$ cat src/common/msg_bus_pkg.sv
package msg_bus_pkg;

	// Bus widths
	localparam int byte_width = 8;
	localparam int addr_width = 8;

	// Nodes on the shared bus
	localparam int num_nodes = 2;
	localparam logic [addr_width-1:0] node0_addr = 8'h10;
	localparam logic [addr_width-1:0] node1_addr = 8'h21;

	// Message FIFO holds 16 bytes
	localparam int fifo_depth_log2 = 4;

	// FIFO writer
	typedef enum logic [1:0] {
		W_IDLE,
		W_FILL,
		W_DROP
	} wr_state_t;

	// FIFO reader, length byte comes before the data
	typedef enum logic [1:0] {
		R_IDLE,
		R_LEN,
		R_DATA
	} rd_state_t;

	// Slave bus arbiter
	typedef enum logic {
		ARB_IDLE,
		ARB_BUSY
	} arb_state_t;

endpackage

$ cat src/message_fifo/message_fifo.sv
`timescale 1ns/100ps

module message_fifo #(
	parameter int depth_log2    = msg_bus_pkg::fifo_depth_log2,
	parameter bit prefix_length = 1'b0
) (
	input  logic                               clk,
	input  logic                               rst_n,
	input  logic [msg_bus_pkg::byte_width-1:0] in_data,
	input  logic                               in_data_latch,
	input  logic                               in_frame_valid,
	output logic                               in_data_overflow,
	output logic [msg_bus_pkg::byte_width-1:0] out_data,
	output logic                               out_frame_valid,
	input  logic                               out_data_latch,
	output logic                               out_last
);
	import msg_bus_pkg::*;

	localparam int depth = 1 << depth_log2;

	// Byte buffer, pointers carry one extra wrap bit
	logic [byte_width-1:0] mem [depth];
	logic [depth_log2:0]   wr_ptr;
	logic [depth_log2:0]   commit_ptr;
	logic [depth_log2:0]   rd_ptr;
	logic [depth_log2:0]   used;
	logic                  full;

	// Frame being written
	logic [depth_log2:0] frame_len;
	logic                wr_en;
	logic                commit;

	// Lengths of committed frames
	logic [depth_log2:0] len_mem [depth];
	logic [depth_log2:0] lq_wr;
	logic [depth_log2:0] lq_rd;
	logic [depth_log2:0] lq_count;
	logic [depth_log2:0] head_len;

	// Reader position inside the head frame
	logic [depth_log2:0] rd_idx;
	logic                pop_len;
	logic                pop_data;
	logic                pop_last;
	logic                more_frames;

	wr_state_t wr_state;
	rd_state_t rd_state;

	assign used = wr_ptr - rd_ptr;
	assign full = used[depth_log2];
	assign wr_en = in_frame_valid && in_data_latch && !full && (wr_state != W_DROP);
	assign commit = (wr_state == W_FILL) && !in_frame_valid && (frame_len != '0);
	assign in_data_overflow = (wr_state == W_DROP);

	always_ff @(posedge clk) begin
		if (!rst_n) begin
			wr_state <= W_IDLE;
			wr_ptr <= '0;
			commit_ptr <= '0;
			frame_len <= '0;
		end else begin
			case (wr_state)
				W_IDLE, W_FILL: begin
					if (in_frame_valid) begin
						wr_state <= W_FILL;
						if (in_data_latch && full) begin
							// Frame cannot fit, throw away what was stored of it
							wr_state <= W_DROP;
							wr_ptr <= commit_ptr;
							frame_len <= '0;
						end else if (in_data_latch) begin
							wr_ptr <= wr_ptr + 1'b1;
							frame_len <= frame_len + 1'b1;
						end
					end else begin
						// Envelope fell, an empty envelope leaves nothing behind
						wr_state <= W_IDLE;
						frame_len <= '0;
						if (commit)
							commit_ptr <= wr_ptr;
					end
				end
				W_DROP: begin
					if (!in_frame_valid)
						wr_state <= W_IDLE;
				end
				default: wr_state <= W_IDLE;
			endcase
		end
	end

	always_ff @(posedge clk) begin
		if (wr_en)
			mem[wr_ptr[depth_log2-1:0]] <= in_data;
		// Every frame holds at least one byte, so this queue never overruns
		if (commit)
			len_mem[lq_wr[depth_log2-1:0]] <= frame_len;
	end

	assign lq_count = lq_wr - lq_rd;
	assign head_len = len_mem[lq_rd[depth_log2-1:0]];
	assign pop_len = (rd_state == R_LEN) && out_data_latch;
	assign pop_data = (rd_state == R_DATA) && out_data_latch;
	assign out_last = (rd_state == R_DATA) && (rd_idx == head_len - 1'b1);
	assign pop_last = pop_data && out_last;

	// Another frame is ready once the head frame leaves
	assign more_frames = (lq_count > 1) || commit;

	assign out_frame_valid = (rd_state != R_IDLE);
	assign out_data = (rd_state == R_LEN) ? byte_width'(head_len)
		: mem[rd_ptr[depth_log2-1:0]];

	always_ff @(posedge clk) begin
		if (!rst_n) begin
			rd_state <= R_IDLE;
			rd_ptr <= '0;
			rd_idx <= '0;
			lq_wr <= '0;
			lq_rd <= '0;
		end else begin
			if (commit)
				lq_wr <= lq_wr + 1'b1;
			if (pop_data) begin
				rd_ptr <= rd_ptr + 1'b1;
				rd_idx <= rd_idx + 1'b1;
			end
			case (rd_state)
				R_IDLE: begin
					if (commit)
						rd_state <= prefix_length ? R_LEN : R_DATA;
				end
				R_LEN: begin
					if (pop_len)
						rd_state <= R_DATA;
				end
				R_DATA: begin
					if (pop_last) begin
						lq_rd <= lq_rd + 1'b1;
						rd_idx <= '0;
						if (!more_frames)
							rd_state <= R_IDLE;
						else if (prefix_length)
							rd_state <= R_LEN;
					end
				end
				default: rd_state <= R_IDLE;
			endcase
		end
	end

endmodule

$ cat src/verilog/bus_interface.sv
`timescale 1ns/100ps

module bus_interface #(
	parameter logic [msg_bus_pkg::addr_width-1:0] node_addr = msg_bus_pkg::node0_addr,
	parameter bit has_input_fifo = 1'b1
) (
	input  logic                               clk,
	input  logic                               rst_n,

	// Master bus
	input  logic [msg_bus_pkg::byte_width-1:0] ma_data,
	input  logic [msg_bus_pkg::addr_width-1:0] ma_addr,
	input  logic                               ma_data_valid,
	input  logic                               ma_frame_valid,
	output logic                               overflow,

	// Local input side
	output logic [msg_bus_pkg::byte_width-1:0] in_frame_data,
	output logic                               in_frame_data_valid,
	output logic                               in_frame_valid,
	output logic                               in_frame_last,
	input  logic                               in_frame_data_latch,

	// Local output side
	input  logic [msg_bus_pkg::byte_width-1:0] out_frame_data,
	input  logic                               out_frame_valid,
	input  logic                               out_frame_data_latch,

	// Slave bus
	output logic                               sl_request,
	input  logic                               sl_grant,
	input  logic                               sl_ready,
	output logic [msg_bus_pkg::byte_width-1:0] sl_byte,
	output logic                               sl_last
);
	import msg_bus_pkg::*;

	logic addr_match;

	assign addr_match = (ma_addr == node_addr);

	generate
		if (has_input_fifo) begin : g_in_fifo
			logic fifo_overflow;

			message_fifo #(
				.depth_log2(fifo_depth_log2),
				.prefix_length(1'b0)
			) in_fifo (
				.clk(clk),
				.rst_n(rst_n),
				.in_data(ma_data),
				.in_data_latch(ma_data_valid && addr_match),
				.in_frame_valid(ma_frame_valid && addr_match),
				.in_data_overflow(fifo_overflow),
				.out_data(in_frame_data),
				.out_frame_valid(in_frame_valid),
				.out_data_latch(in_frame_data_latch),
				.out_last(in_frame_last)
			);

			// Head byte is always there while a frame is held
			assign in_frame_data_valid = in_frame_valid;
			assign overflow = addr_match && fifo_overflow;
		end else begin : g_pass
			// Consumer sees the master bus directly
			assign in_frame_data = ma_data;
			assign in_frame_valid = addr_match && ma_frame_valid;
			assign in_frame_data_valid = addr_match && ma_data_valid;
			assign in_frame_last = 1'b0;
			assign overflow = 1'b0;
		end
	endgenerate

	// Outgoing frames get a length byte in front
	message_fifo #(
		.depth_log2(fifo_depth_log2),
		.prefix_length(1'b1)
	) out_fifo (
		.clk(clk),
		.rst_n(rst_n),
		.in_data(out_frame_data),
		.in_data_latch(out_frame_data_latch),
		.in_frame_valid(out_frame_valid),
		.in_data_overflow(),
		.out_data(sl_byte),
		.out_frame_valid(sl_request),
		.out_data_latch(sl_ready && sl_grant),
		.out_last(sl_last)
	);

endmodule

$ cat config.mk
export PLATFORM = sky130hd
export DESIGN_NAME = bus_interface
export DESIGN_NICKNAME = d
export VERILOG_FILES = /design/src/common/msg_bus_pkg.sv /design/src/message_fifo/message_fifo.sv /design/src/verilog/bus_interface.sv
export SDC_FILE = /design/constraint.sdc
export NUM_CORES = 1
export LEC_CHECK = 0
export ABC_AREA = 1
export BUFFER_PORTS_ARGS = -buffer_cell sky130_fd_sc_hd__buf_4
export CAP_MARGIN = 5
export CORE_MARGIN = 5
export CORE_UTILIZATION = 40
export DETAILED_ROUTE_END_ITERATION = 8
export GPL_TIMING_DRIVEN = 0
export PLACE_DENSITY = 0.53
export RECOVER_POWER = 100
export SYNTH_ARGS = -nofsm -noshare
export SYNTH_HDL_FRONTEND = slang
export SYNTH_HIERARCHICAL = 1
export SYNTH_SLANG_ARGS = --single-unit
$ cat constraint.sdc
create_clock -name clk -period 4.8 [get_ports clk]
set_clock_uncertainty 0.05 [all_clocks]
set_input_delay 1.2 -clock clk [delete_from_list [all_inputs] [get_ports clk]]
set_output_delay 1.2 -clock clk [all_outputs]
set_load 0.005 [all_outputs]
; Yosys cells after proc, flatten, opt, wreduce, memory -nomap -nowiden
; Memory sizes are Yosys's and may differ from the RTL's. A register that Yosys moved wholly into a read port is not among the register bits.
; Index checks and enable logic that the tools add are counted.
[op_classes]
n_addsub = 18
order_cmp = 2
eq_ne = 24
n_mux = 52
bitwise_logic = 2
n_reduce_logical = 52
[op_table]
columns = cell, count
row1 = two-way mux 5 bit, 16
row2 = adder 5 x 1 -> 5 bit (second input constant), 12
row3 = two-way mux 4 bit, 8
row4 = two-way mux 2 bit, 13
row5 = logical AND 1 bit, 24
row6 = subtractor 5 bit, 4
row7 = two-way mux 8 bit, 2
row8 = AND reduction 3 bit, 5
row9 = != test 2 x 1 -> 1 bit (second input constant), 6
row10 = one-hot mux 2 bit (3 select lines), 2
row11 = == test 5 bit, 2
row12 = greater-than comparator 5 x 1 -> 1 bit (second input constant), 2
row13 = != test 2 bit (second input constant), 5
row14 = nonzero test 5 bit, 2
row15 = subtractor 5 x 1 -> 5 bit (second input constant), 2
row16 = two-way mux 1 bit, 9
row17 = == test 2 x 1 -> 1 bit (second input constant), 4
row18 = == test 2 bit (second input constant), 4
row19 = == test 8 x 5 -> 1 bit (second input constant), 1
row20 = zero test 2 bit, 4
row21 = one-hot mux 2 bit (2 select lines), 2
row22 = AND reduction 2 bit, 4
row23 = nonzero test 2 bit, 4
row24 = zero test 1 bit, 4
row25 = 6 further kinds, 9
[word_totals]
ff_bits = 78
ramBits = 416
inputBits = 33
output_inout_bits = 22
word_cells = 172
mem_count = 4
[memory_table]
columns = name, words, width, rd, rd_ports_with_merged_regs, write_ports, line
row1 = g_in_fifo.in_fifo.mem, 16, 8, 1, 1, 1, message_fifo.sv:23  ; logic [byte_width-1:0] mem [depth];
row2 = out_fifo.mem, 16, 8, 1, 1, 1, message_fifo.sv:23
row3 = g_in_fifo.in_fifo.len_mem, 16, 5, 1, 1, 1, message_fifo.sv:36  ; logic [depth_log2:0] len_mem [depth];
row4 = out_fifo.len_mem, 16, 5, 1, 1, 1, message_fifo.sv:36

; Depth between registers and ports, before layout
[logic_depth]
ltp_word = 9
mapped_depth = 21
depth_no_buf = 19

; By module
; The synthesis kept the hierarchy.
[by_module_without_submodules]
columns = mod, instances, cells_per_inst, area_per_inst_um2, seq_area_each_um2
row1 = message_fifo (out_fifo), 1, 1029, 11028.1, 7186.9
row2 = message_fifo (g_in_fifo.in_fifo), 1, 993, 10976.8, 7166.9
row3 = bus_interface, 1, 23, 90.1, 0.0

; Least setup slack after synthesis
; OpenSTA, ideal clock, no wires.
[synth_timing]
path_kind = register -> output
start = reg with a tool-made name
end = out sl_last
arrival_time_ns = 1.952
required_time_ns = 3.550
setup_slack_ns = 1.598
path_stages_with_launch = 15
path_buffers = 2
path_cell_list = dfxtp_1 buf_4 inv_2 buf_6 o211ai_1 nand3_1 nand3_1 nand2_2 inv_2 ha_1 xnor2_1 nor2_1 nand3_2 nor2_4 and3_1
[synth_lines]
columns = item, line
row1 = to (decl), bus_interface.sv:34  ; output logic sl_last

==> results.md <==
* Crit path largest cell delay at 0.34 ns
* IO Count at 55
* Antenna fix cells at 0
* Crit path DAT at 3.33 ns
* Worst path required time at approximately 3.6 ns
* Hold-fix buffers at CTS at 0
* Share of cells above drive strength 1 at 7.63%
* Die Area at 0.0600 mm^2
* Synth top area cells: edfxtp_1 (57%), dfxtp_1 (8.4%), nand2_1 (5.6%)
* Post-cts gate resize count at 0
* Status: completed
* Synth top area share at 56.5%
* First-pass GRT wire length at just under 90 mm
* Sw Ratio at 20.3%
* FF-to-FF path depth at 7
* Clock Power Share at 46.1%
* P_int at 7350 uW
* Fill count at roughly 5200
* Number of synthesized flops with an enable pin at 416
* Ys Warns at 6
* Achievable frequency at 218 MHz
* Initial Utilization at between 40% and 50%
* Final nets at 2233
* Worst-Margin Slew at around 1.3 ns
* Setup TNS Final at 0 ns
* Min-Delay Path Depth at 1
* Initial antenna violation count at 1
* Flop pwr share at 52.0%
* Core Rows at 86
* Slew Viols, Final at 0
* Final hold viol count at 0
* Static leakage at 0.00913 uW
* Initial DRC Count at roughly 1200
* Final ANT Viol Nets at 0
* Routed WL at between 50 and 60 mm
* Worst R2R End: g_in_fifo.in_fifo/len_mem[7][4]
* CTS buffer count at 55
* Synth Cell Area at 0.0221 mm^2
* Die height at 245 um
* CP max FO at 10
* Worst-path cell chain: buf_4, inv_2, buf_6, o211ai_1, nand3_1, nand3_1, nand2_2, inv_2, ha_1, xnor2_1, nor2_1, nand3_2, nor2_4, and3_1, buf_4
* Peak supply drop at between 0.0002 and 0.0003 V
* CP endpoint kind: output port
* Final setup violation count at 0
* FF-to-FF setup slack at 1.36 ns
* Crit path time final at roughly 4.6 ns
* Via density at about 5.2
* Post-synth ARST share at 0%
* Hpwl dp at 39.1 mm
* Unrepaired setup endpoints after global routing: false
* Sw power at between 1500 and 2000 uW
* Total track usage at between 10% and 20%
* Worst setup path class: reg2out
* Avg Synthesized Cell Area at 10.8 um^2
* PwrDens at 367 mW/mm^2
* DR pass1 iterations at 5
* Worst slew margin at 14.0%
* Per-cell routed wire length at 19.7 um
* CTS clock-pin slew for the worst setup and hold paths at roughly 0.060 ns
* Cell accounting for the most synthesized area: edfxtp_1
* Final hold slack at roughly 0.43 ns
* CP max-delay cell: and3_1
* DRC at 0
* Hold Path Sink: g_in_fifo.in_fifo/lq_wr[4]
* Clk root buf: clkbuf_16
* Remaining Overflow, GRT at 0
* Vias in the first global route at 14890
* Core area at 0.0549 mm^2
* Port bufs at 54
* Fin cells at 2907
* Fin crit share at 95.5%
* Vias at 15213
* Setup Buffers After CTS at 0
* Die W at around 250 um
* Synthesized instance count at 2045
* Critical path startpoint category: register
* Syn nets at 2122
* Worst Path Buf+Inv at 5
* Crit-path leading delay family: simple AND/OR/NAND/NOR gates
* Worst hold path type: reg2reg
* Seq cells post-synth at 509
* RR Startpoint: g_in_fifo.in_fifo/frame_len[0]
* Crit path depth at 15
* Max-cap viol count at 0
* Largest net degree at the start of global routing at 21
* Post-Place Cells at 2803
* Primary FF master, synth: edfxtp_1
* Area growth syn-to-layout at 13.5%
* Clk_lat worst skew at 0.61 ns
* H-tree Lvls at 2
* CTS sink count at 509
* Synth cell types at 46
* GPL Wtd Cong at 0.854
* Post-synthesis sequential area ratio at 65.0%
* Clock Path Buffers at 3
* CTS tree: yes
* Power share of the combinational group at 1.9%
* Worst hold start: g_in_fifo.in_fifo/lq_wr[4]
Yosys cell counts, types with 3 or more instances:
library cell / n
edfxtp_1: 416
nand2_1: 327
inv_1: 241
nor2_1: 196
nand3_1: 155
o21ai_0: 155
a21oi_1: 93
dfxtp_1: 93
o211ai_1: 55
clkbuf_1: 48
ha_1: 42
mux2i_1: 32
o221ai_1: 25
nor3_1: 19
xor2_1: 14
buf_6: 12
nand4_1: 11
xnor2_1: 11
buf_2: 9
buf_4: 9
inv_2: 8
nand2_2: 8
o21ai_1: 7
o22ai_1: 7
a211oi_1: 6
a31oi_1: 6
nand3_2: 6
buf_1: 5
clkinv_1: 4
or2_2: 3
sequential cells by signal (all words and copies together), names as in the netlist, 80 cells and up, named ones only:
signal                     flops
g_in_fifo.in_fifo/mem        128
out_fifo/len_mem              80
out_fifo/mem                 128
g_in_fifo.in_fifo/len_mem     80
area by class of cell:
cell class | instances | area, um^2 | area share (%)
flip-flops and latches | 509 | 14400 | 57.2
multi-input cells | 1198 | 6300 | 25.1
clock buffers | 75 | 1520 | 6.05
inverters | 254 | 958 | 3.82
well taps | 704 | 881 | 3.51
plain buffers | 84 | 445 | 1.78
repair buffers | 54 | 338 | 1.35
clock inverters | 29 | 295 | 1.18
how the worst max path moves through the flow:
| stage | start | endpoint | slack (ns) |
|---|---|---|---|
| 2_1_floorplan | register | sl_last | 1.60 |
| 3_3_place_gp | ma_addr[6] | g_in_fifo.in_fifo/mem[15][6] | 0.63 |
| 3_5_place_dp | ma_addr[7] | g_in_fifo.in_fifo/mem[14][6] | 0.60 |
| 4_1_cts | register | sl_last | 0.17 |
| 5_1_grt | register | sl_last | 0.01 |
| 6_report | register | sl_last | 0.22 |
metrics by stage:
step                      cell area [um^2]  total power [uW]  worst slack, ns  util (%)
after detailed placement             23400              5070            0.598      42.6
after global routing                 25100              9530           0.0102      45.7
after CTS                            25200              9320            0.170      45.9
after floorplan                      22100              4960             1.60         -
after global placement               23400              5060            0.634      42.6
final                                25100              9220            0.218      45.7
routing by layer:
metal / vias to the layer above / GRT usage, % / routed length, um
li1: 7314 / - / -
met3: 85 / 2.87 / 3290
met5: - / 0 / 0
met1: 7388 / 26.7 / 26100
met2: 426 / 30.8 / 26700
met4: 0 / 4.26 / 1080
power groups by stage:
stage	registers [uW]	clock network, uW	logic [uW]
detailed placement	4880	0	187
global route	4790	4540	198
floorplan	4870	0	80.8
global placement	4880	0	183
finish	4790	4250	178
CTS	4790	4350	188
cell usage in the layout, fill, tap and decap left out, types with 27 or more instances in the layout:
cell type	Yosys	layout
a21oi_1	93	94
buf_4	9	27
clkbuf_1	48	85
clkbuf_16	0	57
dfxtp_1	93	93
edfxtp_1	416	416
ha_1	42	42
inv_1	241	243
mux2i_1	32	32
nand2_1	327	327
nand3_1	155	155
nor2_1	196	196
o211ai_1	55	55
o21ai_0	155	156
cell families after synthesis:
kind of cell	count (synthesis)	share of synthesized area, %
multiplexers	32	1.45
buffers and inverters	338	6.43
AO/OA/AOI/OAI	359	9.38
flip-flops	509	65.0
XOR/XNOR	25	0.991
AND/OR/NAND/NOR	738	14.2
adder cells (fa/ha/maj)	44	2.56
Note: power is estimated with default switching activity, not from simulation.
